$ cat config.mk
export PLATFORM = sky130hd
export DESIGN_NAME = arch_map
export DESIGN_NICKNAME = d
export VERILOG_FILES = /design/src/common/uop_pkg.sv /design/src/common/retire_pkg.sv /design/src/design/arch_map.sv
export VERILOG_INCLUDE_DIRS = /design/src /design/src/common
export SDC_FILE = /design/constraint.sdc
export NUM_CORES = 1
export LEC_CHECK = 0
export BUFFER_PORTS_ARGS = -buffer_cell sky130_fd_sc_hd__buf_2
export CORE_AREA = 2 2 156 158
export CTS_BUF_LIST = sky130_fd_sc_hd__clkbuf_4
export DETAILED_ROUTE_END_ITERATION = 10
export DIE_AREA = 0 0 158 160
export PLACE_DENSITY_LB_ADDON = 0.15
export SKIP_CTS_REPAIR_TIMING = 1
export SLEW_MARGIN = 20
export SYNTH_ARGS = -nofsm -noshare
export SYNTH_HDL_FRONTEND = slang
export SYNTH_SLANG_ARGS = --single-unit
$ cat constraint.sdc
create_clock -name clock -period 2.6 [get_ports clock]
set_clock_uncertainty 0.2 [all_clocks]
set_input_delay 0 -clock clock [delete_from_list [all_inputs] [get_ports clock]]
set_output_delay 0 -clock clock [all_outputs]
set_load 0.02 [all_outputs]
$ cat src/common/rob_config.svh
`ifndef ROB_CONFIG_SVH
`define ROB_CONFIG_SVH

// dispatch and commit width
`define ROB_N 2

// reorder buffer depth, and the widths of its index and occupancy
`define ROB_SZ 16
`define ROB_PTR_W 4
`define ROB_CNT_W 5

// functional unit completion ports
`define FU_CNT 3

// register file indices
`define ARN_W 5
`define PRN_W 6

// address and data width
`define XLEN 32

`endif

$ cat src/common/uop_pkg.sv
`default_nettype none

`include "rob_config.svh"

package uop_pkg;

    typedef logic [`ROB_PTR_W-1:0] robn_t;
    typedef logic [`ARN_W-1:0]     arn_t;
    typedef logic [`PRN_W-1:0]     prn_t;

    typedef struct packed {
        logic              executed;       // result is back
        logic              success;        // cleared on a mispredict
        logic              is_store;
        logic              cond_branch;
        logic              uncond_branch;
        logic              predict_taken;
        logic [`XLEN-1:0]  predict_target;
        logic              resolve_taken;
        logic [`XLEN-1:0]  resolve_target;
        logic              has_dest;
        arn_t              dest_arn;
        prn_t              dest_prn;
        logic [`XLEN-1:0]  pc;
    } rob_entry_t;

    // lanes are in program order, lane 0 oldest
    typedef struct packed {
        logic [`ROB_N-1:0]       valid;
        rob_entry_t [`ROB_N-1:0] entry;
    } dispatch_t;

endpackage

`default_nettype wire

$ cat src/common/retire_pkg.sv
`default_nettype none

`include "rob_config.svh"

package retire_pkg;

    import uop_pkg::*;

    typedef struct packed {
        logic             valid;
        robn_t            robn;
        logic             branch_taken;  // don't care for non-branches
        logic [`XLEN-1:0] target_addr;
    } fu_result_t;

    typedef struct packed {
        logic       valid;
        rob_entry_t entry;
    } commit_t;

    typedef commit_t [`ROB_N-1:0] commit_bundle_t;

    // physical register given back at retirement
    typedef struct packed {
        logic valid;
        prn_t prn;
    } freed_t;

    typedef struct packed {
        logic       write;
        logic [1:0] addr;
        logic [7:0] wdata;
    } cfg_req_t;

    localparam logic [1:0] REG_ALERT    = 2'd0;  // writable almost-full threshold
    localparam logic [1:0] REG_RETIRED  = 2'd1;  // read-only retired count
    localparam logic [1:0] REG_SQUASHES = 2'd2;  // read-only squash count

endpackage

`default_nettype wire

$ cat src/design/arch_map.sv
`default_nettype none

`include "rob_config.svh"

module arch_map (
    input  wire                                  clock,
    input  wire                                  reset,
    input  retire_pkg::commit_bundle_t           commit,
    input  uop_pkg::arn_t                        map_arn,
    output uop_pkg::prn_t                        map_prn,
    output retire_pkg::freed_t [`ROB_N-1:0]      freed_prn
);

    import uop_pkg::*;

    prn_t map_q [2**`ARN_W];

    logic [`ROB_N-1:0] lane_wr;

    genvar g;
    generate
        for (g = 0; g < `ROB_N; g++) begin : g_wr
            // arn 0 is hardwired, never remapped
            assign lane_wr[g] = commit[g].valid && commit[g].entry.has_dest &&
                                commit[g].entry.dest_arn != '0;
        end
    endgenerate

    assign map_prn = map_q[map_arn];

    // each lane reports the mapping it replaces before the edge
    always_comb begin
        for (int i = 0; i < `ROB_N; i++) begin
            freed_prn[i] = '0;
            if (lane_wr[i]) begin
                freed_prn[i].valid = 1'b1;
                freed_prn[i].prn   = map_q[commit[i].entry.dest_arn];
                // an older lane renamed the same arn this cycle
                for (int j = 0; j < i; j++) begin
                    if (lane_wr[j] && commit[j].entry.dest_arn == commit[i].entry.dest_arn) begin
                        freed_prn[i].prn = commit[j].entry.dest_prn;
                    end
                end
            end
        end
    end

    always_ff @(posedge clock) begin
        if (reset) begin
            for (int a = 0; a < 2**`ARN_W; a++) begin
                map_q[a] <= prn_t'(a);   // identity
            end
        end else begin
            for (int i = 0; i < `ROB_N; i++) begin
                if (lane_wr[i]) begin
                    map_q[commit[i].entry.dest_arn] <= commit[i].entry.dest_prn;  // later lane wins
                end
            end
        end
    end

endmodule

`default_nettype wire

==> results.py <==
metrics = {
    "synthesis": {
        "synth-seq-cells": 192,
        "synth_warnings": 0,
        "synth_seq_area_share_pct": 42.81,
        "synth_top_area_share_pct": 42.81,
        "syn_avg_cell_area_um2": 12.03,
        "synth-edff-count": 192,
        "ys_types": 59,
        "mappedNetlistArea_mm2": 0.01347,
        "yosysTopAreaCell": "edfxtp_1",
        "ys_async_sr_fraction_pct": 0,
        "ys_top_cells_by_area": "edfxtp_1, mux4_2, mux2i_1",
        "netlist_instances": 1120,
        "ys.flop_type": "edfxtp_1",
    },
    "finish": {
        "reg_top3": "map_q x192",
        "largest_reg_flops": 192,
        "regMostFlops": "map_q",
        "nets": 1431,
        "drive_gt1_share_pct": 28.46,
        "synthToLayoutAreaGrowth_pct": 12.61,
        "fin_area_mm2": 0.01517,
    },
    "routing": {
        "drtAntennaViolNets": 0,
        "viasPerCell": 7.691,
        "drt_first_pass_iters": 7,
        "drt_iter0_drc": 2021,
        "wl_per_cell_um": 34.48,
        "vias": 11780,
        "remaining_drc_errors": 0,
        "wl_um": 52820,
    },
    "worst_hold_path": {
        "min_delay_worst_endpoint": "map_q[23][3]",
        "hold_class": "in2reg",
        "hold_depth": 6,
        "hp-start": "commit[231]",
    },
    "placement": {
        "hpwl_um": 37320,
        "placed_area_mm2": 0.01444,
        "port_buffers": 52,
        "place_worst_setup_slack_ps": 265.6,
        "place_congestion": 1.070,
    },
    "timing": {
        "period_share_pct": 108.8,
        "fmax_mhz": 353.5,
        "worst_slew_pin_slew_ps": 1110,
        "rsz0062_at_grt": "true",
        "drv_slew": 0,
        "whs_ps": -4.953,
        "timing.final.crit_period_ps": 2829,
        "finalWorstSetupSlack_ps": -229.1,
        "setup_violations": 15,
        "finalHoldViolations": 1,
        "relSlewSlack_pct": 25.81,
    },
    "global_route": {
        "grt_antenna_before_repair": 3,
        "grt-busiest-layer": "met2",
        "grt-ovfl-total": 0,
        "track_usage_pct": 42.26,
        "grt_pass1_vias": 11020,
        "grt_max_degree": 49,
        "use_met2_pct": 61.44,
        "grt_pass1_wl_um": 75050,
        "use_met1_pct": 56.69,
        "gr-usage-met3_pct": 14.36,
    },
    "worst_setup_path": {
        "critPathLaunchType": "register",
        "crit_cells": 4,
        "crit_path_end_kind": "output pin",
        "crit_fanout": 3,
        "required_ps": 2400,
        "path_common_cell": "mux4_2",
        "cp_cell_sequence": "mux4_2 > mux4_2 > o21a_1 > buf_6",
        "crit_arrival_ps": 2630,
        "crit_family": "multiplexers",
        "crit_path_top_delay_cell": "mux4_2",
        "path_class": "reg2out",
        "crit_buf_inv": 1,
        "critPathMaxStageDelay_ps": 600,
    },
    "clocking": {
        "cts_buffers": 17,
        "tritoncts": "done",
        "h-tree-depth": 4,
        "cts.sinks": 192,
        "cts_root_buf": "clkbuf_4",
        "clock_path_buffers": 2,
        "cts.clk_slew.worst_paths_ps": 190,
    },
    "power_and_ir_drop": {
        "power_density_mw_per_mm2": 469.2,
        "vdd_drop_max_uv": 324.4,
        "leakagePower_nw": 5.235,
    },
    "die": {
        "rows": 57,
        "core_mm2": 0.02382,
        "fp.dieW_um": 158,
        "fp.dieH_um": 160,
        "io_pins": 259,
        "die_area_mm2": 0.02528,
        "initial_core_util_pct": 56.54,
    },
    "run_status": {
        "violations": "hold timing, setup timing",
        "outcome": "finished, violations left",
    },
    "run": {
        "maxCapViolCount": 0,
    },
}
-- Yosys cell counts (4+ instances only) --
cell	instances
nor4b_1	4
or3b_2	6
or3_1	24
nor2_2	5
o21a_1	6
and2_1	7
o31ai_1	4
buf_2	27
nand2_1	77
nand4_1	4
a21oi_1	32
clkbuf_1	63
a22o_1	63
o21ai_0	37
mux2i_1	89
mux4_2	111
nor3_1	35
nand3b_1	4
a221oi_1	6
nor3_2	12
a2bb2oi_1	4
a22oi_1	76
o22ai_1	43
a31oi_1	10
nor2b_1	4
nor2_1	76
o211a_1	5
and3_1	6
nand3_1	11
inv_1	10
buf_4	13
buf_1	7
a211o_1	4
edfxtp_1	192
-- cell families after synthesis --
group	after synthesis	synth area share, %
simple gates	300	11.67
buf+inv	124	4.125
xor+xnor	5	0.3252
other cells	1	0.02784
mux	201	25.26
compound gates	297	15.79
flops	192	42.81
-- tightest hold or removal path: stages --
cell and delay, ps:
buf_2 120, nand3_1 160, nor3_2 70, buf_4 160
nand2_1 110, o22ai_1 80
-- placed cells by master (no fill, tap or decap), types with 8 or more instances in the layout --
cell type      count
o22ai_1           43
a21oi_1           31
a22oi_1           75
buf_4             90
edfxtp_1         192
inv_1             10
mux2i_1           89
clkbuf_4          17
nand2_1           74
buf_12             8
nor2_1            76
nand3_1           11
o21ai_0           36
or3_1             24
nor3_1            35
buf_2             41
mux4_2           111
a22o_1            58
dlygate4sd3_1     16
nor3_2            12
-- power breakdown --
group / internal [mW] / switching [mW] / leakage, nW
logic: 0.641 / 0.953 / 3.21
clock network: 0.599 / 1.19 / 0.156
registers: 3.58 / 0.159 / 1.87
total: 4.82 / 2.30 / 5.24
-- final cells by class --
class / instances / area [um^2]
clock buffers: 17 / 127.6
repair buffers: 159 / 1246
fillers: 1933 / 8652
multi-input cells: 809 / 7393
inverters: 13 / 48.80
clock inverters: 15 / 173.9
flip-flops and latches: 192 / 5766
diodes: 3 / 7.507
well taps: 324 / 405.4
-- how the worst max path moves through the flow --
stage	slack, ps	start	to
2_1_floorplan	730	commit[38]	map_q[22][0]
3_3_place_gp	270	commit[156]	freed_prn[10]
3_5_place_dp	270	commit[156]	freed_prn[10]
4_1_cts	-320	map_q[6][4]	freed_prn[11]
5_1_grt	-240	map_q[14][3]	map_prn[3]
6_report	-230	map_q[14][3]	map_prn[3]
-- per-stage QoR --
stage | utilization (%) | TNS [ps] | instances | power [mW]
2_1_floorplan | - | 0 | 1125 | 4.651
3_3_place_gp | 60.61 | 0 | 1481 | 5.222
3_5_place_dp | 60.61 | 0 | 1481 | 5.245
4_1_cts | 61.88 | -2717 | 1513 | 6.950
5_1_grt | 63.67 | -2478 | 1531 | 7.225
6_report | 63.68 | -2225 | 1532 | 7.116
-- per-layer routing --
| metal | vias up | wire length, um |
|---|---|---|
| li1 | 4723 | - |
| met1 | 5671 | 17720 |
| met2 | 1137 | 22800 |
| met3 | 251 | 8628 |
| met4 | 0 | 3673 |
| met5 | - | 0 |
Power figures use the tool's default switching activity.
