[src/common/rob_config.svh]
`ifndef ROB_CONFIG_SVH
`define ROB_CONFIG_SVH

// dispatch and commit width
`define ROB_N 2

// reorder buffer depth, and the widths of its index and occupancy
`define ROB_SZ 16
`define ROB_PTR_W 4
`define ROB_CNT_W 5

// functional unit completion ports
`define FU_CNT 3

// register file indices
`define ARN_W 5
`define PRN_W 6

// address and data width
`define XLEN 32

`endif

[src/common/uop_pkg.sv]
`default_nettype none

`include "rob_config.svh"

package uop_pkg;

    typedef logic [`ROB_PTR_W-1:0] robn_t;
    typedef logic [`ARN_W-1:0]     arn_t;
    typedef logic [`PRN_W-1:0]     prn_t;

    typedef struct packed {
        logic              executed;       // result is back
        logic              success;        // cleared on a mispredict
        logic              is_store;
        logic              cond_branch;
        logic              uncond_branch;
        logic              predict_taken;
        logic [`XLEN-1:0]  predict_target;
        logic              resolve_taken;
        logic [`XLEN-1:0]  resolve_target;
        logic              has_dest;
        arn_t              dest_arn;
        prn_t              dest_prn;
        logic [`XLEN-1:0]  pc;
    } rob_entry_t;

    // lanes are in program order, lane 0 oldest
    typedef struct packed {
        logic [`ROB_N-1:0]       valid;
        rob_entry_t [`ROB_N-1:0] entry;
    } dispatch_t;

endpackage

`default_nettype wire

[src/common/retire_pkg.sv]
`default_nettype none

`include "rob_config.svh"

package retire_pkg;

    import uop_pkg::*;

    typedef struct packed {
        logic             valid;
        robn_t            robn;
        logic             branch_taken;  // don't care for non-branches
        logic [`XLEN-1:0] target_addr;
    } fu_result_t;

    typedef struct packed {
        logic       valid;
        rob_entry_t entry;
    } commit_t;

    typedef commit_t [`ROB_N-1:0] commit_bundle_t;

    // physical register given back at retirement
    typedef struct packed {
        logic valid;
        prn_t prn;
    } freed_t;

    typedef struct packed {
        logic       write;
        logic [1:0] addr;
        logic [7:0] wdata;
    } cfg_req_t;

    localparam logic [1:0] REG_ALERT    = 2'd0;  // writable almost-full threshold
    localparam logic [1:0] REG_RETIRED  = 2'd1;  // read-only retired count
    localparam logic [1:0] REG_SQUASHES = 2'd2;  // read-only squash count

endpackage

`default_nettype wire

[src/design/rob_regs.sv]
`default_nettype none

`include "rob_config.svh"

module rob_regs (
    input  wire                          clock,
    input  wire                          reset,
    input  retire_pkg::cfg_req_t         cfg,
    input  retire_pkg::commit_bundle_t   commit,
    input  wire                          squash,
    output logic [`ROB_PTR_W-1:0]        alert_depth,
    output logic [7:0]                   cfg_rdata
);

    import retire_pkg::*;

    logic [7:0] retired_cnt;
    logic [7:0] squash_cnt;
    logic [7:0] n_retired;
    logic       depth_ok;

    always_comb begin
        n_retired = '0;
        for (int i = 0; i < `ROB_N; i++) begin
            n_retired = n_retired + {7'd0, commit[i].valid};
        end
    end

    // thresholds of zero or of ROB_SZ and up are ignored
    assign depth_ok = cfg.wdata != 8'd0 && cfg.wdata < 8'(`ROB_SZ);

    always_ff @(posedge clock) begin
        if (reset) begin
            alert_depth <= `ROB_PTR_W'(`ROB_N);
            retired_cnt <= '0;
            squash_cnt  <= '0;
        end else begin
            if (cfg.write && cfg.addr == REG_ALERT && depth_ok) begin
                alert_depth <= cfg.wdata[`ROB_PTR_W-1:0];
            end
            retired_cnt <= retired_cnt + n_retired;       // wraps at 256
            squash_cnt  <= squash_cnt + {7'd0, squash};
        end
    end

    always_comb begin
        case (cfg.addr)
            REG_ALERT:    cfg_rdata = {{(8 - `ROB_PTR_W){1'b0}}, alert_depth};
            REG_RETIRED:  cfg_rdata = retired_cnt;
            REG_SQUASHES: cfg_rdata = squash_cnt;
            default:      cfg_rdata = '0;
        endcase
    end

endmodule

`default_nettype wire

[config.mk]
export PLATFORM = sky130hd
export DESIGN_NAME = rob_regs
export DESIGN_NICKNAME = d
export VERILOG_FILES = /design/src/common/uop_pkg.sv /design/src/common/retire_pkg.sv /design/src/design/rob_regs.sv
export VERILOG_INCLUDE_DIRS = /design/src /design/src/common
export SDC_FILE = /design/constraint.sdc
export NUM_CORES = 1
export LEC_CHECK = 0
export BUFFER_PORTS_ARGS = -buffer_cell sky130_fd_sc_hd__buf_2
export CAP_MARGIN = 40
export CORE_AREA = 2 2 100 102
export CTS_BUF_LIST = sky130_fd_sc_hd__clkbuf_2
export DETAILED_ROUTE_END_ITERATION = 8
export DIE_AREA = 0 0 102 104
export REMOVE_ABC_BUFFERS = 1
export SETUP_SLACK_MARGIN = 0.2
export SLEW_MARGIN = 20
export SYNTH_ARGS = -nofsm -noshare
export SYNTH_HDL_FRONTEND = slang
export SYNTH_SLANG_ARGS = --single-unit
[constraint.sdc]
create_clock -name clock -period 4.45 [get_ports clock]
set_input_delay 0.89 -clock clock [delete_from_list [all_inputs] [get_ports clock]]
set_output_delay 0.89 -clock clock [all_outputs]
set_load 0.02 [all_outputs]
==> summary.md <==
| Metric | Value |
|---|---|
| Status | finished clean |
| # DRC | 0 |
| Vias in the first global route | 864 |
| Cts repair resizes | 0 |
| Post-Syn Area | 1003 µm² |
| NetSw | 0.08354 mW |
| Die Height | 104 µm |
| Num CTS Buffers | 3 |
| Critical-path cell with the highest stage delay | nor2b_1 |
| Core area | 9549 µm² |
| Top FF cell, synth | dfxtp_1 |
| Std cell rows | 36 |
| Tcrit/Tclk final | 64.17% |
| Sequential fraction of the synthesis area | 39.90% |
| Antenna violations before repair | 0 |
| Initial core utilization | 10.51% |
| Max IR drop VDD | 0.0001273 V |
| Layout area overhead | 30.42% |
| Worst path bufs/invs | 2 |
| Hold buffer count at cts | 0 |
| Commonest cells post-synth | dfxtp_1, nand2_1, nor2_1, mux2i_1, o21ai_0 |
| Max-cap viol count | 0 |
| Antenna Violating Nets Remaining | 0 |
| Root Driver | clkbuf_2 |
| Synth top area cells | dfxtp_1, mux2i_1, nand2b_1, o21ai_0, ha_1 |
| I/O Buffers | 27 |
| Overall power | 0.3080 mW |
| Overflow after GRT | 0 |
| Post-CTS setup buffers | 0 |
| Post-synthesis cell count | 112 |
| Most used cell along the critical path | buf_2 |
| Finished Cell Area | 1309 µm² |
| Setup Skew | 0.009146 ns |
| Sw frac | 27.12% |
| Layout Nets | 390 |
| Crit path kind | in2out |
| Chip Width | 102 µm |
| Htree depth | 1 |
| Headroom to the max-slew limit | 65.11% |
| Critical path endpoint category | output port |
| Comb pwr share | 13.6% |
| Crit-path cells | buf_2 -> nor2b_1 -> nand2_1 -> o21ai_0 -> buf_2 |
| Critical path fanouts, max | 8 |
| Die area | 10610 µm² |
| CTS tree | built |
| Synth warn | 0 |
| Wirelength, routed | 2.430 mm |
| Final hold violations | 0 |
| Startpoint Class | primary input |
| DRT Pass-1 Iters | 4 |
| Final WS setup | 1.595 ns |
| F_max | 350.2 MHz |
| Layout cells sized above 1 | 23.02% |
| Num ports | 258 |
| Count leader, synth | dfxtp_1 |
| Pre-CTS WS | 1.581 ns |
| Pin count of the biggest net entering global routing | 25 |
| Clock Latency Late Sink | 0.32 ns |
| Fin Setup TNS | 0 ns |
| Clock Pin Slew Worst Setup and Hold Paths | 0.18 ns |
| Vias | 848 |
| RSZ-0062 raised after global routing | no |
| Synthesized flop and latch total | 20 |
| Clk pwr share | 24.3% |
| Synth cell types | 25 |
| First-pass GRT wire length | 4.071 mm |
| PD cells | 235.4 nW/µm² |
| Cell taking the most area after synthesis | dfxtp_1 |
| CP Data Arrival Time | 1.97 ns |
| Routed wire per std cell | 8.934 µm |
| Routability cong. | 0.7401 |
| Gr usage total | 4.830% |
| CTS max path bufs | 2 |
| Cell-internal power | 0.2245 mW |
| Iter 0 DRT Violations | 11 |
| Sequential power share | 62.0% |
| Top cell type's share of synthesized area | 39.90% |
| Delay-heaviest family, CP | simple AND/OR/NAND/NOR gates |
| FFs w/ async S/R, synth | 0% |
| Vias per inst | 3.118 |
| Avg Cell Area, Syn | 8.959 µm² |
| Clock Sinks | 20 |
| Pleak | 0.4808 nW |
| Required time of the critical path | 3.56 ns |
| Final min period | 2.855 ns |
| Slew Viols, Final | 0 |
| CP max stage delay | 0.44 ns |
| Least-Margin Pin Slew | 0.5186 ns |
| Dpl cell area | 1290 µm² |
| Hold crit path type | reg2reg |
| ANT cells | 0 |
| Setup violators final | 0 |
| DPL Wire Length | 1.961 mm |
| EDFF count, synth | 0 |
-- final cells by class --
cell class / instances / area (µm²)
fillers: 1144 / 8240
flip-flops and latches: 20 / 400.4
inverters: 5 / 18.77
well taps: 133 / 166.4
clock inverters: 1 / 3.754
clock buffers: 3 / 15.01
multi-input cells: 83 / 569.3
repair buffers: 27 / 135.1
-- per-layer routing --
| metal | vias up | GRT usage, % | share of wire, % |
|---|---|---|---|
| li1 | 439 | - | - |
| met1 | 379 | 6.658 | 52 |
| met2 | 28 | 7.378 | 42 |
| met3 | 2 | 1.411 | 4.9 |
| met4 | 0 | 1.143 | 0.70 |
| met5 | - | 0 | 0 |
-- worst register-to-register path, cell delays in order, from the launching register on --
cell and delay, ns:
dfxtp_1 0.37, inv_1 0.05, fa_1 0.41, nand4b_1 0.28, or4_1 0.51, a21oi_1 0.14
-- path summary, 6_finish.rpt --
check                              start                     endpoint  slack (ns)  cells after the start
min reg2reg  alert_depth[0]$_SDFFE_PP0P_  alert_depth[0]$_SDFFE_PP0P_        0.50                      2
max                               cfg[8]                 cfg_rdata[2]        1.59                      5
min          alert_depth[0]$_SDFFE_PP0P_  alert_depth[0]$_SDFFE_PP0P_        0.50                      2
max reg2reg    retired_cnt[0]$_SDFF_PP0_    retired_cnt[7]$_SDFF_PP0_        2.66                      5
-- sequential cells by signal, summed over array words and instances, names as in the netlist --
name and flops:
retired_cnt 8, alert_depth 4, squash_cnt 8
-- layout by cell type (no fill, tap or decap) --
| cell type | instances |
|---|---|
| buf_2 | 27 |
| or4_4 | 1 |
| nor4_4 | 1 |
| fa_1 | 1 |
| nand2b_1 | 7 |
| a21oi_1 | 6 |
| o21ai_0 | 8 |
| nand3_1 | 4 |
| dfxtp_1 | 20 |
| nor2_1 | 9 |
| nand4b_1 | 1 |
| a22o_1 | 4 |
| xor2_1 | 3 |
| xnor2_1 | 3 |
| or3_1 | 4 |
| or4_1 | 2 |
| clkbuf_2 | 3 |
| nor4_1 | 1 |
| inv_1 | 5 |
| nor2b_1 | 4 |
| ha_1 | 3 |
| clkinv_1 | 1 |
| o31ai_1 | 2 |
| and2b_1 | 1 |
| mux2i_1 | 8 |
| nand2_1 | 9 |
| nand3b_1 | 1 |
-- metrics by stage --
| stage | util, % | hold WS (ns) | cells |
|---|---|---|---|
| 3_5_place_dp | 13.51 | 0.4836 | 268 |
| 2_1_floorplan | - | 0.4455 | 108 |
| 3_3_place_gp | 13.51 | 0.4703 | 268 |
| 6_report | 13.71 | 0.4992 | 272 |
| 4_1_cts | 13.71 | 0.5066 | 272 |
| 5_1_grt | 13.71 | 0.5345 | 272 |
-- power by group through the flow --
stage / registers, mW / clock network [mW] / logic [mW]
6_report: 0.191 / 0.0750 / 0.0419
5_1_grt: 0.193 / 0.0880 / 0.0482
3_3_place_gp: 0.195 / 0 / 0.0415
2_1_floorplan: 0.194 / 0 / 0.0238
3_5_place_dp: 0.195 / 0 / 0.0422
4_1_cts: 0.191 / 0.0784 / 0.0426
-- kinds of logic after synthesis --
family	count (synthesis)	synth area share, %
AND/OR/NAND/NOR	45	25.81
flip-flops	20	39.90
multiplexers	8	7.980
AO/OA/AOI/OAI	20	11.97
XOR/XNOR	6	5.238
adder cells (fa/ha/maj)	4	5.736
buffers and inverters	9	3.366
Power figures use the tool's default switching activity.
